**config.mk**
```make
export PLATFORM = sky130hd
export DESIGN_NAME = axi_order_top
export DESIGN_NICKNAME = d
export VERILOG_FILES = /design/src/axi_order_geom_pkg.sv /design/src/axi_order_chan_pkg.sv /design/src/axi_order_slot_alloc.sv /design/src/axi_order_tag_cam.sv /design/src/axi_order_hazard_check.sv /design/src/axi_order_top.sv
export SDC_FILE = /design/constraint.sdc
export NUM_CORES = 1
export LEC_CHECK = 0
export ABC_AREA = 1
export BUFFER_PORTS_ARGS = -buffer_cell sky130_fd_sc_hd__clkbuf_2
export CAP_MARGIN = 20
export CORE_MARGIN = 8
export CORE_UTILIZATION = 55
export CTS_BUF_LIST = sky130_fd_sc_hd__clkbuf_16
export CTS_CLUSTER_SIZE = 12
export DETAILED_ROUTE_END_ITERATION = 6
export PLACE_DENSITY = 0.74
export SKIP_LAST_GASP = 1
export SLEW_MARGIN = 40
export SYNTH_ARGS = -nofsm -noshare
export SYNTH_HDL_FRONTEND = slang
export SYNTH_SLANG_ARGS = --single-unit
```
**constraint.sdc**
```tcl
create_clock -name clk_i -period 2.8 [get_ports clk_i]
set_input_delay 0.42 -clock clk_i [delete_from_list [all_inputs] [get_ports clk_i]]
set_output_delay 0.42 -clock clk_i [all_outputs]
set_load 0.005 [all_outputs]
```
**src/axi_order_geom_pkg.sv**
```systemverilog
`default_nettype none

// address and cache block geometry shared by the design and the testbench
package axi_order_geom_pkg;

  // byte address width of the cache side requests
  localparam int ADDR_WIDTH_DEF = 32;

  // low address bits inside one block of 8 words of 4 bytes
  localparam int BLOCK_OFFSET_WIDTH_DEF = 5;

  // block tag width is the address width less the offset bits
  localparam int TAG_WIDTH_DEF = ADDR_WIDTH_DEF - BLOCK_OFFSET_WIDTH_DEF;

endpackage

`default_nettype wire

```
**src/axi_order_chan_pkg.sv**
```systemverilog
`default_nettype none

// channel description for the ordering guard
package axi_order_chan_pkg;

  // selects the completion rule of a slot allocator
  typedef enum logic {
    CHAN_READ  = 1'b0,
    CHAN_WRITE = 1'b1
  } chan_e;

  // outstanding requests tracked per channel
  localparam int NUM_SLOTS_DEF = 4;

endpackage

`default_nettype wire

```
**src/axi_order_slot_alloc.sv**
```systemverilog
`timescale 1ns/1ps
`default_nettype none

module axi_order_slot_alloc #(
  parameter int                        NUM_SLOTS = axi_order_chan_pkg::NUM_SLOTS_DEF,
  parameter axi_order_chan_pkg::chan_e CHAN      = axi_order_chan_pkg::CHAN_WRITE
) (
  input  logic                 clk_i,
  input  logic                 rst_n_i,
  input  logic                 accept_valid_i,
  input  logic                 accept_ready_i,
  input  logic                 done_valid_i,
  input  logic                 done_ready_i,
  input  logic                 done_last_i,
  output logic                 set_v_o,
  output logic                 clr_v_o,
  output logic [NUM_SLOTS-1:0] slot_sel_o
);

  logic                 done_last;
  logic                 done_v;
  logic [NUM_SLOTS-1:0] set_ptr;
  logic [NUM_SLOTS-1:0] clr_ptr;

  assign set_v_o = accept_valid_i & accept_ready_i;

  // reads complete on the last beat, writes on the single B response
  assign done_last = (CHAN == axi_order_chan_pkg::CHAN_READ) ? done_last_i : 1'b1;
  assign done_v    = done_valid_i & done_ready_i & done_last;

  // completion takes effect in the cycle after the handshake
  always_ff @(posedge clk_i or negedge rst_n_i) begin
    if (!rst_n_i) begin
      clr_v_o <= 1'b0;
    end else begin
      clr_v_o <= done_v;
    end
  end

  generate
    if (NUM_SLOTS == 1) begin : g_single
      assign set_ptr = 1'b1;
      assign clr_ptr = 1'b1;
    end else begin : g_rotate
      logic [NUM_SLOTS-1:0] set_ptr_q;
      logic [NUM_SLOTS-1:0] clr_ptr_q;

      // both pointers start at slot 0 and rotate upward
      always_ff @(posedge clk_i or negedge rst_n_i) begin
        if (!rst_n_i) begin
          set_ptr_q <= {{(NUM_SLOTS-1){1'b0}}, 1'b1};
          clr_ptr_q <= {{(NUM_SLOTS-1){1'b0}}, 1'b1};
        end else begin
          if (set_v_o) begin
            set_ptr_q <= {set_ptr_q[NUM_SLOTS-2:0], set_ptr_q[NUM_SLOTS-1]};
          end
          if (clr_v_o) begin
            clr_ptr_q <= {clr_ptr_q[NUM_SLOTS-2:0], clr_ptr_q[NUM_SLOTS-1]};
          end
        end
      end

      assign set_ptr = set_ptr_q;
      assign clr_ptr = clr_ptr_q;
    end
  endgenerate

  // clear owns the table write port when both happen
  assign slot_sel_o = clr_v_o ? clr_ptr : set_ptr;

endmodule

`default_nettype wire

```
**src/axi_order_tag_cam.sv**
```systemverilog
`timescale 1ns/1ps
`default_nettype none

module axi_order_tag_cam #(
  parameter int ADDR_WIDTH         = axi_order_geom_pkg::ADDR_WIDTH_DEF,
  parameter int BLOCK_OFFSET_WIDTH = axi_order_geom_pkg::BLOCK_OFFSET_WIDTH_DEF,
  parameter int NUM_SLOTS          = axi_order_chan_pkg::NUM_SLOTS_DEF,
  localparam int TAG_WIDTH         = ADDR_WIDTH - BLOCK_OFFSET_WIDTH
) (
  input  logic                 clk_i,
  input  logic                 rst_n_i,
  input  logic                 set_v_i,
  input  logic                 clr_v_i,
  input  logic [NUM_SLOTS-1:0] slot_sel_i,
  input  logic [TAG_WIDTH-1:0] set_tag_i,
  input  logic                 look_v_i,
  input  logic [TAG_WIDTH-1:0] look_tag_i,
  output logic [NUM_SLOTS-1:0] empty_o,
  output logic [NUM_SLOTS-1:0] match_o
);

  logic [NUM_SLOTS-1:0] valid_q;
  logic [TAG_WIDTH-1:0] tag_q [NUM_SLOTS];

  always_ff @(posedge clk_i or negedge rst_n_i) begin
    if (!rst_n_i) begin
      valid_q <= '0;
    end else begin
      for (int i = 0; i < NUM_SLOTS; i++) begin
        if (slot_sel_i[i]) begin
          if (clr_v_i) begin
            valid_q[i] <= 1'b0;
          end else if (set_v_i) begin
            valid_q[i] <= 1'b1;
          end
        end
      end
    end
  end

  // tags are written with the valid bit and left in place by a clear
  always_ff @(posedge clk_i) begin
    for (int i = 0; i < NUM_SLOTS; i++) begin
      if (slot_sel_i[i] && set_v_i && !clr_v_i) begin
        tag_q[i] <= set_tag_i;
      end
    end
  end

  assign empty_o = ~valid_q;

  always_comb begin
    for (int i = 0; i < NUM_SLOTS; i++) begin
      match_o[i] = look_v_i & valid_q[i] & (tag_q[i] == look_tag_i);
    end
  end

endmodule

`default_nettype wire

```
**src/axi_order_hazard_check.sv**
```systemverilog
`timescale 1ns/1ps
`default_nettype none

module axi_order_hazard_check #(
  parameter int NUM_SLOTS = axi_order_chan_pkg::NUM_SLOTS_DEF
) (
  input  logic                 r_v_i,
  input  logic                 w_v_i,
  input  logic [NUM_SLOTS-1:0] wr_match_i,
  input  logic [NUM_SLOTS-1:0] rd_match_i,
  input  logic [NUM_SLOTS-1:0] wr_empty_i,
  input  logic [NUM_SLOTS-1:0] rd_empty_i,
  input  logic                 wr_clr_v_i,
  input  logic                 rd_clr_v_i,
  output logic                 r_fence_o,
  output logic                 w_fence_o
);

  logic rd_full;
  logic wr_full;
  logic r_hazard;
  logic w_hazard;

  assign rd_full = ~|rd_empty_i;
  assign wr_full = ~|wr_empty_i;

  // a read waits behind a write to the same block, and the reverse
  assign r_hazard = |wr_match_i;
  assign w_hazard = |rd_match_i;

  // own table full or freeing a slot also holds the request
  assign r_fence_o = r_v_i & (r_hazard | rd_full | rd_clr_v_i);
  assign w_fence_o = w_v_i & (w_hazard | wr_full | wr_clr_v_i);

endmodule

`default_nettype wire

```
**src/axi_order_top.sv**
```systemverilog
`timescale 1ns/1ps
`default_nettype none

module axi_order_top #(
  parameter int ADDR_WIDTH         = axi_order_geom_pkg::ADDR_WIDTH_DEF,
  parameter int BLOCK_OFFSET_WIDTH = axi_order_geom_pkg::BLOCK_OFFSET_WIDTH_DEF,
  parameter int NUM_SLOTS          = axi_order_chan_pkg::NUM_SLOTS_DEF,
  localparam int TAG_WIDTH         = ADDR_WIDTH - BLOCK_OFFSET_WIDTH
) (
  input  logic                  clk_i,
  input  logic                  rst_n_i,
  input  logic                  r_v_i,
  input  logic [ADDR_WIDTH-1:0] r_addr_i,
  input  logic                  w_v_i,
  input  logic [ADDR_WIDTH-1:0] w_addr_i,
  input  logic                  axi_awvalid_i,
  input  logic                  axi_awready_i,
  input  logic                  axi_bvalid_i,
  input  logic                  axi_bready_i,
  input  logic                  axi_arvalid_i,
  input  logic                  axi_arready_i,
  input  logic                  axi_rvalid_i,
  input  logic                  axi_rready_i,
  input  logic                  axi_rlast_i,
  output logic                  r_fence_o,
  output logic                  w_fence_o
);

  // the same block tag slice feeds the set and look ports
  wire [TAG_WIDTH-1:0] r_tag = r_addr_i[ADDR_WIDTH-1:BLOCK_OFFSET_WIDTH];
  wire [TAG_WIDTH-1:0] w_tag = w_addr_i[ADDR_WIDTH-1:BLOCK_OFFSET_WIDTH];

  logic                 wr_set_v;
  logic                 wr_clr_v;
  logic [NUM_SLOTS-1:0] wr_slot_sel;
  logic [NUM_SLOTS-1:0] wr_empty;
  logic [NUM_SLOTS-1:0] wr_match;

  logic                 rd_set_v;
  logic                 rd_clr_v;
  logic [NUM_SLOTS-1:0] rd_slot_sel;
  logic [NUM_SLOTS-1:0] rd_empty;
  logic [NUM_SLOTS-1:0] rd_match;

  // write channel tracked from AW accept to B accept
  axi_order_slot_alloc #(
    .NUM_SLOTS (NUM_SLOTS),
    .CHAN      (axi_order_chan_pkg::CHAN_WRITE)
  ) u_wr_slots (
    .clk_i          (clk_i),
    .rst_n_i        (rst_n_i),
    .accept_valid_i (axi_awvalid_i),
    .accept_ready_i (axi_awready_i),
    .done_valid_i   (axi_bvalid_i),
    .done_ready_i   (axi_bready_i),
    .done_last_i    (1'b1),
    .set_v_o        (wr_set_v),
    .clr_v_o        (wr_clr_v),
    .slot_sel_o     (wr_slot_sel)
  );

  // looked up by the read request
  axi_order_tag_cam #(
    .ADDR_WIDTH         (ADDR_WIDTH),
    .BLOCK_OFFSET_WIDTH (BLOCK_OFFSET_WIDTH),
    .NUM_SLOTS          (NUM_SLOTS)
  ) u_wr_cam (
    .clk_i      (clk_i),
    .rst_n_i    (rst_n_i),
    .set_v_i    (wr_set_v),
    .clr_v_i    (wr_clr_v),
    .slot_sel_i (wr_slot_sel),
    .set_tag_i  (w_tag),
    .look_v_i   (r_v_i),
    .look_tag_i (r_tag),
    .empty_o    (wr_empty),
    .match_o    (wr_match)
  );

  // read channel tracked from AR accept to last R accept
  axi_order_slot_alloc #(
    .NUM_SLOTS (NUM_SLOTS),
    .CHAN      (axi_order_chan_pkg::CHAN_READ)
  ) u_rd_slots (
    .clk_i          (clk_i),
    .rst_n_i        (rst_n_i),
    .accept_valid_i (axi_arvalid_i),
    .accept_ready_i (axi_arready_i),
    .done_valid_i   (axi_rvalid_i),
    .done_ready_i   (axi_rready_i),
    .done_last_i    (axi_rlast_i),
    .set_v_o        (rd_set_v),
    .clr_v_o        (rd_clr_v),
    .slot_sel_o     (rd_slot_sel)
  );

  // looked up by the write request
  axi_order_tag_cam #(
    .ADDR_WIDTH         (ADDR_WIDTH),
    .BLOCK_OFFSET_WIDTH (BLOCK_OFFSET_WIDTH),
    .NUM_SLOTS          (NUM_SLOTS)
  ) u_rd_cam (
    .clk_i      (clk_i),
    .rst_n_i    (rst_n_i),
    .set_v_i    (rd_set_v),
    .clr_v_i    (rd_clr_v),
    .slot_sel_i (rd_slot_sel),
    .set_tag_i  (r_tag),
    .look_v_i   (w_v_i),
    .look_tag_i (w_tag),
    .empty_o    (rd_empty),
    .match_o    (rd_match)
  );

  axi_order_hazard_check #(
    .NUM_SLOTS (NUM_SLOTS)
  ) u_hazard (
    .r_v_i      (r_v_i),
    .w_v_i      (w_v_i),
    .wr_match_i (wr_match),
    .rd_match_i (rd_match),
    .wr_empty_i (wr_empty),
    .rd_empty_i (rd_empty),
    .wr_clr_v_i (wr_clr_v),
    .rd_clr_v_i (rd_clr_v),
    .r_fence_o  (r_fence_o),
    .w_fence_o  (w_fence_o)
  );

endmodule

`default_nettype wire

```
==> results.env <==
CP.REQUIRED_PS=2380
PERIOD_SHARE_PCT=90.6
POST-ROUTE-MIN-PERIOD_PS=2540
FIRST_GLOBAL_VIAS=7874
DR.PASS1.ITERS=5
SYNTHARSTFLOPSHARE_PCT=10.7
CELL_ACCOUNTING_FOR_THE_MOST_SYNTHESIZED_AREA='edfxtp_1'
DRIVE_GT1_SHARE_PCT=13.0
FIRST_ITER_VIOLATIONS=670
FINAL.SETUP_SKEW_PS=5.10
CP-START-KIND='flip-flop'
GRT.OVERFLOW.TOTAL=0
FF_TO_FF_PATH_DEPTH=2
DIE_WIDTH_MICRONS=158
AVERAGE_WIRE_PER_STANDARD_CELL_MICRONS=17.5
ACHIEVABLE-FREQUENCY_MHz=394
FINAL.SETUP.TNS_PS=0
FINAL_MAX_SLEW_VIOL_COUNT=0
PWR_DENSITY_CELL_nW_PER_UM2=576
DETAILEDPLACE.WORSTSLACK_PS=476
CELLS_ON_WORST_HOLD_PATH=3
SYNTH-WARNING-COUNT=0
DIE_AREA_SQ_UM=25100
SYNTH_SEQUENTIAL_AREA_RATIO_PCT=64.0
DIODES_INSERTED=0
NETLIST.AREA_LEADER.SHARE_PCT=58.1
WORST_REG2REG_PATH_ENDPOINT='u_rd_cam.tag_q[2][14]'
COUNT_OF_UNIQUE_LIBRARY_CELLS_INSTANTIATED_BY_YOSYS=28
FILL_CELLS=1579
INITIAL_STANDARD_CELL_UTILIZATION_OF_THE_CORE_PCT=55.5
SYNTH.AVG_CELL_AREA_SQ_UM=9.74
MIN-DELAY-START='axi_bready_i'
YS_FF_LATCH=242
PATH_CLK_SLEW_PS=60
MAPPEDNETLISTAREA_SQ_UM=11200
SYNTH_MOST_COMMON_CELL='nand2_1'
MAX_CAP_VIOL_COUNT=0
CORE_SQ_UM=20100
SETUP_VIOL=0
MAX-VDD-IR-DROP_mV=0.465
FF2FF_SETUP_SLACK_PS=1310
MIN_PATH_TYPE='in -> reg'
ROUTE.DETAILED.DRC=0
RUN_STATUS='completed'
SYNTH_EDF_COUNT=216
LAYOUT_SETUP_WS_PS=262
DETAILEDPLACEMENTHPWL_MM=19.4
CRIT-REG2REG-LAUNCH='u_rd_slots.clr_v_o'
CP-END-KIND='primary output'
WORSTMARGINPINSLEW_PS=684
FINAL_NETS=1315
ROUTED-VIA-COUNT=7770
CTSHTREEMAXLEVEL=1
STATIC-LEAKAGE-POWER_nW=5.46
NUM_IO_PINS=79
FINAL-HOLD-VIOLATION-COUNT=0
WL_MM=26.7
PLACEMENTROWS=52
CRITPATHKIND='reg -> out'
GRT_START_MAX_NET_PINS=29
CLK_LATENCY_PS=520
DIEHEIGHT_MICRONS=158
POSTROUTEANTENNANETS=0
GLOBALPLACE.CONGESTION=0.906
NET_COUNT_OF_THE_MAPPED_NETLIST=1223
GRT_SETUP_UNREPAIRED='no'
VIAS_PER_CELL=5.09
CLOCK_SINK_COUNT=242
AREA_DELTA_SYNTH_FINAL_PCT=12.7
GRT_USE_TOTAL_PCT=22.1
NETLIST_TOP_CELLS_AREA='edfxtp_1 58%, nand2_1 14%, inv_1 5.1%'
CTS-BUFFERS-INSERTED=25
SYNTHESIS.INSTANCES=1146
SYNTH.TOP_CELLS.BY_COUNT='413 x nand2_1, 216 x edfxtp_1, 153 x inv_1, 91 x nor2_1, 61 x xnor2_1'
CTS_TREE='built'
DATA_ARRIVAL_AT_THE_ENDPOINT_OF_THE_CRITICAL_PATH_PS=2120
HIGHEST_NET_FANOUT_ALONG_THE_WORST_PATH=2
PLACE.PORT_BUFFERS=68
TIMING.MAX_SLEW.REL_SLACK_PCT=54.4
YOSYS_MOST_USED_DFF='edfxtp_1'
HOLDPATHEND='u_wr_slots.clr_v_o'
CTS-ROOT-TO-SINK-BUFFERS=3
WIRE_LENGTH_OF_THE_FIRST_GLOBAL_ROUTING_PASS_MM=41.3
CLK_ROOT_BUFFER_CELL='clkbuf_16'
ANTENNA_FOUND_INITIAL=0
[worst max path at each step]
| stage | startpoint | endpoint | cells after the start |
|---|---|---|---|
| 3_5_place_dp | w_addr_i[22] | w_fence_o | 12 |
| 4_1_cts | u_rd_cam.tag_q[3][17] | w_fence_o | 10 |
| 6_report | u_rd_cam.tag_q[3][17] | w_fence_o | 10 |
| 3_3_place_gp | w_addr_i[22] | w_fence_o | 12 |
| 2_1_floorplan | axi_arvalid_i | u_rd_cam.tag_q[0][0] | 4 |
| 5_1_grt | u_rd_cam.tag_q[3][17] | w_fence_o | 10 |
[cells in the final DEF, fill, tap and decap left out]
master and instances:
or2_1 3, xor2_1 15, a21oi_1 2, inv_2 44, and3_1 1, nand2_1 413
dlygate4sd3_1 1, buf_4 8, a21boi_0 1, nor3_1 2, xnor2_1 61, inv_6 1
o21ai_0 17, inv_1 167, o211ai_1 2, o21a_1 12, clkbuf_2 68, nand4_2 2
nor2_2 9, clkinv_2 2, nand3_1 15, dfstp_2 4, clkinv_1 18, nor2_1 83
nand4_1 28, dfrtp_1 22, o22ai_1 1, a41oi_1 2, edfxtp_1 216, clkbuf_16 25
or2_0 6, o21ai_1 5
[final cells by class]
type / instances / area (sq um) / area share [%]
clock buffer: 25 / 626 / 4.97
clock inverter: 20 / 82.6 / 0.656
inverter: 212 / 796 / 6.32
multi-input combinational: 680 / 3190 / 25.3
sequential: 242 / 7140 / 56.8
tap: 270 / 338 / 2.68
timing repair buffer: 77 / 410 / 3.26
[sequential cells by signal, indices dropped and copies added (netlist names)]
register                       cells
u_wr_slots.clr_ptr                 4
u_wr_cam.valid_q                   4
u_wr_slots.g_rotate.set_ptr_q      4
u_rd_slots.g_rotate.set_ptr_q      4
u_rd_cam.valid_q                   4
u_wr_slots.clr_v_o                 1
u_rd_slots.clr_ptr                 4
u_rd_slots.clr_v_o                 1
u_wr_cam.tag_q                   108
u_rd_cam.tag_q                   108
[stage by stage]
step | power (W) | instance area (sq um) | cells | hold slack [ps] | utilization, %
6_report | 0.00725 | 12600 | 1526 | 86.7 | 62.6
5_1_grt | 0.00747 | 12600 | 1526 | 82.3 | 62.6
4_1_cts | 0.00730 | 12600 | 1526 | 69.7 | 62.6
3_5_place_dp | 0.00442 | 11900 | 1480 | 460 | 59.0
3_3_place_gp | 0.00440 | 11900 | 1480 | 459 | 59.0
2_1_floorplan | 0.00421 | 11200 | 1146 | 124 | -
[logic make-up after synthesis]
family / share of synthesized area (%)
buffers and inverters: 7.64
XOR/XNOR: 5.96
AO/OA/AOI/OAI: 2.30
flip-flops: 64.0
AND/OR/NAND/NOR: 20.1
[power breakdown]
group | switching [W] | total (W) | internal, W
clock network | 0.00130 | 0.00291 | 0.00160
logic | 0.000279 | 0.000405 | 0.000126
registers | 0.00000502 | 0.00394 | 0.00393
[worst max-delay path: stages, from the launching register on]
cell and delay (ps):
edfxtp_1 390, nand2_1 80, o21ai_0 70, nor2_1 180
nand3_1 100, nor2_1 320, nand3_1 130, nand2_1 80
nor2_1 60, nor2_1 80, clkbuf_2 110
[per-layer routing]
| metal | track usage (%) | vias to the layer above | wire length [microns] |
|---|---|---|---|
| li1 | - | 3792 | - |
| met1 | 27.0 | 3648 | 10600 |
| met2 | 37.9 | 271 | 13000 |
| met3 | 3.85 | 59 | 1960 |
| met4 | 9.43 | 0 | 1080 |
| met5 | 0 | - | 0 |
[what timing repair did]
| item | in CTS | in global routing |
|---|---|---|
| hold endpoints to repair | 22 | 0 |
| gates resized for setup | 0 | 0 |
| buffers inserted | 0 | 0 |
| hold buffers | 1 | 0 |
Note: power is estimated with default switching activity, not from simulation.
